`config.mk`:
```
export PLATFORM = sky130hd
export DESIGN_NAME = fpMulPrepTop
export DESIGN_NICKNAME = d
export VERILOG_FILES = /design/src/source/fpPrepPkg.sv /design/src/source/laneFieldsIf.sv /design/src/source/fpMulPrepTop.sv /design/src/source/operandUnpack.sv /design/src/source/productPrepStage.sv
export SDC_FILE = /design/constraint.sdc
export NUM_CORES = 1
export LEC_CHECK = 0
export ABC_AREA = 1
export BUFFER_PORTS_ARGS = -buffer_cell sky130_fd_sc_hd__buf_2
export CORE_AREA = 5 5 427 429
export CTS_CLUSTER_SIZE = 25
export DETAILED_ROUTE_END_ITERATION = 7
export DIE_AREA = 0 0 432 434
export PLACE_DENSITY = 0.32
export SYNTH_ARGS = -nofsm -noshare
export SYNTH_HDL_FRONTEND = slang
export SYNTH_SLANG_ARGS = --single-unit
```
`constraint.sdc`:
```
create_clock -name clk -period 1.14 [get_ports clk]
set_input_delay 0.114 -clock clk [delete_from_list [all_inputs] [get_ports clk]]
set_output_delay 0.114 -clock clk [all_outputs]
set_load 0.01 [all_outputs]
```
`src/source/fpPrepPkg.sv`:
```
`default_nettype none

package fpPrepPkg;

    // operating mode, code 2 is reserved and acts like set-zero
    typedef enum logic [1:0] {
        MODE_FP16 = 2'b00,
        MODE_FP32 = 2'b01,
        MODE_RSVD = 2'b10,
        MODE_OFF  = 2'b11
    } precMode_t;

    // mantissa tile placement across the four lanes of an FP32 group
    typedef enum logic {
        TILE_HHLL = 1'b0,  // a side: hi,hi,lo,lo
        TILE_HLHL = 1'b1   // b side: hi,lo,hi,lo
    } tileOrder_t;

    // array geometry
    localparam int LANES       = 16;  // product lanes
    localparam int GROUP_LANES = 4;   // lanes per fp32 product
    localparam int OPERAND_W   = 256;

    // half precision layout
    localparam int FP16_W      = 16;
    localparam int FP16_EXP_W  = 5;
    localparam int FP16_FRAC_W = 10;

    // single precision layout
    localparam int FP32_W      = 32;
    localparam int FP32_EXP_W  = 8;
    localparam int FP32_FRAC_W = 23;

    // tile widths of the 13x13 partial product array
    localparam int TILE_W    = 13;
    localparam int TILE_LO_W = 13;  // low fp32 fraction bits

    typedef logic [7:0]        expField_t;  // raw exponent, zero-extended
    typedef logic [9:0]        expSum_t;    // exponent sum incl. tile offset
    typedef logic [TILE_W-1:0] manTile_t;

    // Exponent weight of each lane inside an FP32 group. Lane 0 multiplies
    // hi x hi (2^26), lanes 1 and 2 the cross terms, lane 3 lo x lo.
    localparam expSum_t FP32_LANE_OFFSET [GROUP_LANES] = '{
        10'd26,
        10'd13,
        10'd13,
        10'd0
    };

endpackage

`default_nettype wire

```
`src/source/laneFieldsIf.sv`:
```
`default_nettype none

// one operand's per-lane fields after unpacking
interface laneFieldsIf;
    import fpPrepPkg::*;

    logic      [LANES-1:0] sign;  // sign bit per lane
    expField_t [LANES-1:0] exp;   // raw exponent field per lane
    logic      [LANES-1:0] zero;  // operand is zero in this lane
    manTile_t  [LANES-1:0] tile;  // mantissa tile fed to the array

    // unpacker side
    modport src (
        output sign,
        output exp,
        output zero,
        output tile
    );

    // register stage side
    modport dst (
        input sign,
        input exp,
        input zero,
        input tile
    );

endinterface

`default_nettype wire

```
`src/source/fpMulPrepTop.sv`:
```
`default_nettype none

module fpMulPrepTop (
    input  wire logic                                   clk,
    input  wire logic                                   rstn,
    input  wire logic [fpPrepPkg::OPERAND_W-1:0]        i_a,
    input  wire logic [fpPrepPkg::OPERAND_W-1:0]        i_b,
    input  wire fpPrepPkg::precMode_t                   i_mode,
    output logic [fpPrepPkg::LANES-1:0]                 o_sign,
    output fpPrepPkg::expSum_t  [fpPrepPkg::LANES-1:0]  o_exp,
    output fpPrepPkg::manTile_t [fpPrepPkg::LANES-1:0]  o_manA,
    output fpPrepPkg::manTile_t [fpPrepPkg::LANES-1:0]  o_manB,
    output fpPrepPkg::precMode_t                        o_mode
);
    import fpPrepPkg::*;

    laneFieldsIf fieldsA ();
    laneFieldsIf fieldsB ();

    // a side tiles in hi,hi,lo,lo order
    operandUnpack #(
        .TileOrder (TILE_HHLL)
    ) unpackA (
        .i_word (i_a),
        .i_mode (i_mode),
        .fields (fieldsA.src)
    );

    // b side tiles in hi,lo,hi,lo order
    operandUnpack #(
        .TileOrder (TILE_HLHL)
    ) unpackB (
        .i_word (i_b),
        .i_mode (i_mode),
        .fields (fieldsB.src)
    );

    productPrepStage prepStage (
        .clk    (clk),
        .rstn   (rstn),
        .i_mode (i_mode),
        .a      (fieldsA.dst),
        .b      (fieldsB.dst),
        .o_sign (o_sign),
        .o_exp  (o_exp),
        .o_manA (o_manA),
        .o_manB (o_manB),
        .o_mode (o_mode)
    );

endmodule

`default_nettype wire

```
`src/source/operandUnpack.sv`:
```
`default_nettype none

module operandUnpack #(
    parameter fpPrepPkg::tileOrder_t TileOrder = fpPrepPkg::TILE_HHLL
) (
    input  wire logic [fpPrepPkg::OPERAND_W-1:0] i_word,
    input  wire fpPrepPkg::precMode_t            i_mode,
    laneFieldsIf.src                             fields
);
    import fpPrepPkg::*;

    localparam int HiFracW = FP32_FRAC_W - TILE_LO_W;       // 10 fraction bits in hi tile
    localparam int HiPadW  = TILE_W - 1 - HiFracW;          // leading zeros of hi tile
    localparam int HalfPadW = TILE_W - 1 - FP16_FRAC_W;     // leading zeros of fp16 tile

    for (genvar lane = 0; lane < LANES; lane++) begin : gLane
        localparam int Grp = lane / GROUP_LANES;            // fp32 word feeding this lane
        localparam int Pos = lane % GROUP_LANES;            // position inside the group
        // hi or lo tile per side of the array
        localparam bit UseHi = (TileOrder == TILE_HHLL) ? (Pos < 2) : ((Pos % 2) == 0);

        logic [FP16_W-1:0]    halfWord;
        logic [FP32_W-1:0]    singleWord;
        logic                 hid16;
        logic                 hid32;
        logic                 zero16;
        logic                 zero32;
        manTile_t             tile16;
        manTile_t             tileHi;
        manTile_t             tileLo;

        logic                 laneSign;
        expField_t            laneExp;
        logic                 laneZero;
        manTile_t             laneTile;

        assign halfWord   = i_word[lane*FP16_W +: FP16_W];
        assign singleWord = i_word[Grp*FP32_W +: FP32_W];  // low 128 bits only

        // implicit leading one for any nonzero exponent
        assign hid16 = |halfWord[FP16_W-2 -: FP16_EXP_W];
        assign hid32 = |singleWord[FP32_W-2 -: FP32_EXP_W];

        // zero when hidden bit and fraction are all clear
        assign zero16 = ~hid16 && (halfWord[FP16_FRAC_W-1:0] == '0);
        assign zero32 = ~hid32 && (singleWord[FP32_FRAC_W-1:0] == '0);

        assign tile16 = {{HalfPadW{1'b0}}, hid16, halfWord[FP16_FRAC_W-1:0]};
        assign tileHi = {{HiPadW{1'b0}}, hid32, singleWord[FP32_FRAC_W-1:TILE_LO_W]};
        assign tileLo = singleWord[TILE_LO_W-1:0];

        always_comb begin
            case (i_mode)
                MODE_FP16: begin
                    laneSign = halfWord[FP16_W-1];
                    laneExp  = expField_t'(halfWord[FP16_W-2 -: FP16_EXP_W]);
                    laneZero = zero16;
                    laneTile = tile16;
                end
                MODE_FP32: begin
                    // sign, exponent and zero shared by the whole group
                    laneSign = singleWord[FP32_W-1];
                    laneExp  = expField_t'(singleWord[FP32_W-2 -: FP32_EXP_W]);
                    laneZero = zero32;
                    laneTile = UseHi ? tileHi : tileLo;
                end
                default: begin  // off and reserved
                    laneSign = 1'b0;
                    laneExp  = '0;
                    laneZero = 1'b1;
                    laneTile = '0;
                end
            endcase
        end

        assign fields.sign[lane] = laneSign;
        assign fields.exp[lane]  = laneExp;
        assign fields.zero[lane] = laneZero;
        assign fields.tile[lane] = laneTile;
    end

endmodule

`default_nettype wire

```
`src/source/productPrepStage.sv`:
```
`default_nettype none

module productPrepStage (
    input  wire logic                                   clk,
    input  wire logic                                   rstn,
    input  wire fpPrepPkg::precMode_t                   i_mode,
    laneFieldsIf.dst                                    a,
    laneFieldsIf.dst                                    b,
    output logic [fpPrepPkg::LANES-1:0]                 o_sign,
    output fpPrepPkg::expSum_t  [fpPrepPkg::LANES-1:0]  o_exp,
    output fpPrepPkg::manTile_t [fpPrepPkg::LANES-1:0]  o_manA,
    output fpPrepPkg::manTile_t [fpPrepPkg::LANES-1:0]  o_manB,
    output fpPrepPkg::precMode_t                        o_mode
);
    import fpPrepPkg::*;

    logic    [LANES-1:0] anyZero;   // either operand zero in the lane
    logic    [LANES-1:0] signNext;
    expSum_t [LANES-1:0] expNext;
    logic                addOffset;  // fp32 lanes carry tile weight

    assign anyZero   = a.zero | b.zero;
    assign signNext  = ~anyZero & (a.sign ^ b.sign);
    assign addOffset = (i_mode == MODE_FP32);

    // exponent sum, forced to zero for a zero product
    always_comb begin
        for (int lane = 0; lane < LANES; lane++) begin
            if (anyZero[lane]) begin
                expNext[lane] = '0;
            end else if (addOffset) begin
                expNext[lane] = expSum_t'(a.exp[lane]) + expSum_t'(b.exp[lane])
                              + FP32_LANE_OFFSET[lane % GROUP_LANES];
            end else begin
                expNext[lane] = expSum_t'(a.exp[lane]) + expSum_t'(b.exp[lane]);
            end
        end
    end

    // sign and exponent
    always_ff @(posedge clk or negedge rstn) begin
        if (!rstn) begin
            o_sign <= '0;
            o_exp  <= '0;
        end else begin
            o_sign <= signNext;
            o_exp  <= expNext;
        end
    end

    // mantissa tiles go through as unpacked
    always_ff @(posedge clk or negedge rstn) begin
        if (!rstn) begin
            o_manA <= '0;
            o_manB <= '0;
        end else begin
            o_manA <= a.tile;
            o_manB <= b.tile;
        end
    end

    // mode travels with its data
    always_ff @(posedge clk or negedge rstn) begin
        if (!rstn) begin
            o_mode <= MODE_OFF;
        end else begin
            o_mode <= i_mode;
        end
    end

endmodule

`default_nettype wire

```
==> results of run 1 <==
==> metrics by stage <==
stage | area [um2] | hold slack (ns) | power, mW | cells | setup slack (ns)
after floorplan | 30600 | -0.182 | 28.1 | 3713 | -1.24
after global placement | 45300 | 0.111 | 38.2 | 7894 | -2.22
after detailed placement | 45300 | 0.104 | 38.1 | 7894 | -2.19
after CTS | 53500 | -0.208 | 66.6 | 8467 | -0.626
after global routing | 54300 | -0.103 | 69.0 | 8508 | -0.829
final | 54400 | -0.0910 | 66.0 | 8522 | -0.728
==> worst min-delay path, stage by stage <==
cell and delay, ns:
buf_2 0.10, nand2_2 0.05, nand2_1 0.06, ha_2 0.15, inv_1 0.04, nor2_2 0.07
==> power groups by stage <==
stage                     combinational [mW]  clock, mW  sequential [mW]
after floorplan                         5.91          0             22.2
after global placement                  16.5          0             21.8
after detailed placement                16.4          0             21.7
after CTS                               18.4       26.8             21.4
after global routing                    20.1       27.4             21.5
final                                   18.6       25.9             21.4
==> how the worst min path moves through the flow <==
| stage | end |
|---|---|
| 2_1_floorplan | prepStage.o_exp[0]$_DFF_PN0_ |
| 3_3_place_gp | prepStage.o_exp[140]$_DFF_PN0_ |
| 3_5_place_dp | prepStage.o_exp[140]$_DFF_PN0_ |
| 4_1_cts | prepStage.o_manB[10]$_DFF_PN0_ |
| 5_1_grt | prepStage.o_exp[110]$_DFF_PN0_ |
| 6_report | prepStage.o_exp[110]$_DFF_PN0_ |
==> final cells by class <==
class | count | area, um2
fillers | 19500 | 123000
repair buffers | 2460 | 17900
multi-input cells | 2410 | 14900
flip-flops and latches | 542 | 13600
well taps | 2355 | 2950
inverters | 582 | 2240
clock buffers | 104 | 2140
clock inverters | 31 | 547
diodes | 38 | 95.1
==> flip-flops by register name, indices dropped and copies added, names as in the netlist <==
signal	cells
prepStage.o_manA	184
prepStage.o_manB	184
prepStage.o_exp	156
prepStage.o_sign	16
prepStage.o_mode	2
==> logic make-up after synthesis <==
| kind of cell | synth area share |
|---|---|
| fa+ha+maj | 0.0553 |
| flops | 0.463 |
| buf+inv | 0.109 |
| other cells | 0.000128 |
| mux | 0.00410 |
| xor+xnor | 0.0299 |
| simple gates | 0.225 |
| compound gates | 0.114 |
==> cell usage in the layout (no fill, tap or decap), types with 11 or more instances in the layout <==
cell type      netlist  final
a21oi_1             86     40
a21oi_2              0     43
buf_12               0     52
buf_2               73   1062
buf_4               60    888
buf_6                2     35
buf_8                0     11
clkbuf_1            37     14
clkbuf_16            0     76
clkbuf_8             0     15
conb_1               1     36
dfrtp_1            540    534
diode_2              0     38
dlygate4sd3_1        0    400
fa_2                 0     16
ha_1               104     63
ha_2                 0     14
ha_4                 0     27
inv_1              566    546
inv_2               16     25
mux2i_1             12     11
nand2_1            759    621
nand2_2              5    115
nand2_4              0     25
nand3_1            210    163
nand3_2              7     47
nand3b_1            18     18
nand4_1             68     68
nor2_1             398    324
nor2_2               1     57
nor2_4              12     30
nor3_1              47     38
nor4_1              15     13
o21ai_0            228    147
o21ai_1              0     56
o21ai_2              0     19
o22ai_1            264    264
xnor2_1             38     27
xor2_1              62     46
xor2_2               0     13
==> metal layers <==
layer / global-route usage / wire length [um] / vias to the layer above
li1: - / - / 16700
met1: 0.297 / 96900 / 17400
met2: 0.428 / 117000 / 1233
met3: 0.0429 / 12500 / 320
met4: 0.0873 / 8980 / 16
met5: 0 / 109 / -
==> repair_timing <==
item,CTS,global route
setup buffers,36,15
pin swaps,122,64
cloned,5,1
hold buffers,400,1
endpoints found under the hold margin,918,5
setup endpoints to repair,1026,1208
gates resized for setup,295,169
==> impl_metrics.py, run 1 <==
metrics = {
    "detailed_routing": {
        "num_vias": 35600,
        "drt_wl_total_mm": 236,
        "initialDrtViolationCount": 2155,
        "routedWlPerCell_um": 27.7,
        "detail-route-antenna-nets": 0,
        "drc": 0,
        "detail_route.vias_per_cell": 4.18,
        "firstDrtPassIters": 5,
    },
    "critical_path": {
        "cp_cell_sequence": "buf_12 > buf_8 > nor2_8 > inv_8 > o21ai_0 > fa_2 > ha_4 > nor2_1 > nand3_1 > nand3_1 > inv_1 > or2_4 > nor2_2",
        "crit_top_cell": "nand3_1",
        "cp_slowest_cell": "fa_2",
        "endpoint_kind": "register",
        "crit_family": "simple AND/OR/NAND/NOR gates",
        "worstSetupStartpoint": "i_mode[1]",
        "cp.depth": 13,
        "path_class": "primary input to register",
        "cp_num_buf_inv": 4,
        "cp-endpoint": "prepStage.o_exp[24]$_DFF_PN0_",
        "crit_path_max_fanout": 23,
        "cp_slowest_stage_delay_ns": 0.57,
        "cp_data_arrival_time_ns": 2.48,
        "required_ns": 1.76,
        "start_kind": "primary input",
    },
    "timing": {
        "finalCritPeriodShare": 1.64,
        "fmax_mhz": 535,
        "max_slew.worst_pin.slew_ns": 0.883,
        "grt_setup_unrepaired": "yes",
        "tns_ns": -257.85,
        "hold_viol": 4,
        "setup_viol": 1178,
        "hold_ws_ns": -0.0910,
        "layout_setup_ws_ns": -0.728,
        "slew_viol_final": 0,
        "slew_headroom": 0.406,
        "fin_crit_ns": 1.87,
    },
    "finish": {
        "fin_util": 0.306,
        "drive_gt1_frac": 0.438,
        "syn_to_final_growth_pct": 85.4,
        "layout.nets": 6707,
    },
    "run_status": {
        "status": "complete, but fails checks",
        "failed_checks": "negative hold slack, negative setup slack",
    },
    "floorplan": {
        "die_w_um": 432,
        "die_h_um": 434,
        "ios": 1110,
        "dieArea_um2": 187000,
        "initial_utilization": 0.165,
        "core_um2": 178000,
        "rows": 155,
    },
    "clock_network": {
        "cts_tree": "yes",
        "clk_pin_slew_worst_paths_ns": 0.06,
        "cts_max_path_buffers": 3,
        "clock-sinks": 542,
        "htree_num_levels": 3,
        "cts_root_buffer": "clkbuf_16",
        "cts_made_buffers": 75,
    },
    "grt": {
        "grt_pass1_wl_mm": 312,
        "grt_use_total": 0.243,
        "grt_pass1_vias": 36900,
        "overflow": 0,
        "grt_max_degree": 134,
        "antenna_found_initial": 104,
    },
    "placement": {
        "routabilityCongestion": 0.936,
        "port_buffers": 1073,
        "hpwlAfterDp_mm": 198,
    },
    "power": {
        "vdd_drop_max_mv": 0.963,
        "p_sw_mw": 21.9,
        "p_int_mw": 44.1,
        "switching_share": 0.332,
        "power_frac_seq": 0.325,
        "power.leakage_nw": 29.2,
        "powerDensity_nw_per_um2": 1210,
        "power_frac_clock": 0.393,
        "p_comb_frac": 0.282,
    },
    "yosys": {
        "ys_async_sr_fraction": 1.00,
        "synth_top_flop_cell": "dfrtp_1",
        "synth_top_area_cell": "dfrtp_1",
        "synthCells": 3678,
        "yosysMostFrequentCell": "nand2_1",
        "synth_area_leaders": "dfrtp_1 (46%), nand2_1 (9.7%), inv_1 (7.2%)",
        "synth_top_area_frac": 0.461,
        "synth_common_cells": "nand2_1 (759), inv_1 (566), dfrtp_1 (540)",
        "synth-seq-area-share": 0.463,
        "netlist_area_um2": 29300,
        "yosys_warnings": 0,
        "ys_types": 40,
        "synth_seq_cells": 542,
        "avgSynthCellArea_um2": 7.97,
        "synth-edff-count": 0,
    },
    "flow_run": {
        "max-cap-violations": 0,
    },
    "min_path": {
        "min_delay_path_depth": 6,
        "hold_path.class": "primary input to register",
        "min_from": "i_a[186]",
    },
}
No activity file was read; power rests on OpenSTA's default activity.
==> run 2: changes to the inputs <==
RECOVER_POWER = 50   (was not set)
REMOVE_ABC_BUFFERS = 1   (was not set)
==> impl_metrics.py, run 2 (synthesis results as in run 1) <==
metrics = {
    "run_status": {
        "status": "complete, but fails checks",
        "failed_checks": "negative hold slack, negative setup slack",
    },
    "power": {
        "p_int_mw": 44.3,
        "switching_share": 0.335,
        "power_frac_seq": 0.320,
        "powerDensity_nw_per_um2": 1130,
        "p_comb_frac": 0.319,
        "power.leakage_nw": 30.6,
        "p_sw_mw": 22.3,
        "power_mw": 66.6,
        "vdd_drop_max_mv": 0.960,
        "power_frac_clock": 0.362,
    },
    "finish": {
        "final-seq-area_um2": 13600,
        "final_cell_mix": "buf_2 (1061), buf_4 (899), dfrtp_1 (532)",
        "fillers": 19100,
        "finalInstanceArea_um2": 58800,
        "layout.nets": 6852,
        "biggestRegsByFlops": "prepStage.o_manA x184, prepStage.o_manB x184, prepStage.o_exp x156",
        "multiInputGateArea_um2": 17500,
        "final_common_cell": "buf_2",
        "drive_gt1_frac": 0.510,
        "syn_to_final_growth_pct": 101,
    },
    "clock_network": {
        "clk_pin_slew_worst_paths_ns": 0.06,
        "cts_root_buffer": "clkbuf_16",
        "htree_num_levels": 3,
        "cts_max_path_buffers": 3,
        "cts_tree": "yes",
        "clock-sinks": 542,
        "cts_made_buffers": 74,
    },
    "detailed_routing": {
        "firstDrtPassIters": 5,
        "initialDrtViolationCount": 2149,
        "drc": 0,
        "detail-route-antenna-nets": 0,
        "routedWlPerCell_um": 26.6,
        "drt_wl_total_mm": 231,
        "num_vias": 36700,
        "detail_route.vias_per_cell": 4.24,
    },
    "min_path": {
        "hold_path.class": "primary input to register",
        "min_from": "i_b[186]",
    },
    "timing": {
        "layout_setup_ws_ns": -0.855,
        "setup_viol": 1362,
        "slew_viol_final": 0,
        "tns_ns": -377.33,
        "finalCritPeriodShare": 1.75,
        "grt_setup_unrepaired": "yes",
        "fin_crit_ns": 2.00,
        "fmax_mhz": 501,
        "hold_viol": 1,
        "slew_headroom": 0.391,
        "hold_ws_ns": -0.00257,
        "max_slew.worst_pin.slew_ns": 0.914,
    },
    "placement": {
        "dp_slack_ns": -1.98,
        "port_buffers": 1073,
        "hpwlAfterDp_mm": 184,
        "routabilityCongestion": 0.938,
        "placed_area_um2": 44800,
    },
    "critical_path": {
        "cp_data_arrival_time_ns": 2.55,
        "start_kind": "primary input",
        "cp_slowest_stage_delay_ns": 0.47,
        "cp_cell_sequence": "buf_12 > buf_8 > nor2_8 > buf_12 > inv_16 > buf_6 > o21ai_4 > ha_4 > fa_2 > ha_4 > nor2_2 > nand3_2 > nand2_4 > buf_4 > o21ai_1 > nand2_1 > nor2_1",
        "required_ns": 1.69,
        "crit_path_max_fanout": 7,
        "cp_slowest_cell": "fa_2",
        "cp_num_buf_inv": 6,
        "crit_family": "adder cells",
        "endpoint_kind": "register",
        "worstSetupStartpoint": "i_mode[0]",
        "path_class": "primary input to register",
    },
    "grt": {
        "grt_max_degree": 114,
        "grt_pass1_vias": 38400,
        "overflow": 0,
        "antenna_found_initial": 51,
        "grt_use_total": 0.236,
        "grt_pass1_wl_mm": 308,
    },
    "floorplan": {
        "ios": 1110,
        "core_um2": 178000,
        "die_h_um": 434,
        "initial_utilization": 0.165,
        "rows": 155,
        "die_w_um": 432,
        "dieArea_um2": 187000,
    },
    "flow_run": {
        "max-cap-violations": 0,
    },
}
## run 2: final cells by class
type	count	share of cell area
flip-flops and latches	542	0.231
diodes	29	0.00123
repair inverters	3	0.000808
clock inverters	29	0.00572
multi-input cells	2410	0.297
repair buffers	2603	0.340
inverters	582	0.0388
well taps	2355	0.0501
clock buffers	101	0.0358
## run 2: timing repair
item | in CTS | in global routing
buffers inserted | 83 | 74
resized for setup | 841 | 663
gates cloned | 25 | 1
hold buffers | 404 | 8
hold endpoints to repair | 926 | 13
setup endpoints to repair | 874 | 1256
pin swaps | 311 | 336
## run 2: final timing paths
| path | endpoint | slack (ns) | depth (start not counted) |
|---|---|---|---|
| max | prepStage.o_exp[66]$_DFF_PN0_ | -0.86 | 17 |
| min | prepStage.o_exp[110]$_DFF_PN0_ | -0.003 | 6 |
| max in group asynchronous | prepStage.o_exp[143]$_DFF_PN0_ | -0.47 | 5 |
| min in group asynchronous | prepStage.o_manA[117]$_DFF_PN0_ | 0.36 | 3 |
## run 2: through the flow
stage	utilization	std cells
2_1_floorplan	-	3534
3_3_place_gp	0.252	7925
3_5_place_dp	0.252	7925
4_1_cts	0.313	8560
5_1_grt	0.331	8646
6_report	0.331	8654
## run 2: layer usage
metal	GRT usage	vias up	routed length, um
li1	-	16900	-
met1	0.284	18300	93300
met2	0.423	1181	117000
met3	0.0317	295	10500
met4	0.0940	2	9470
met5	0	-	13
## run 2: power groups by stage
stage / Combinational [mW] / Clock (mW) / Sequential, mW
after floorplan: 5.15 / 0 / 22.2
after global routing: 22.6 / 25.5 / 21.4
after global placement: 16.0 / 0 / 21.7
after CTS: 19.6 / 24.9 / 21.3
after detailed placement: 15.9 / 0 / 21.6
final: 21.2 / 24.1 / 21.3
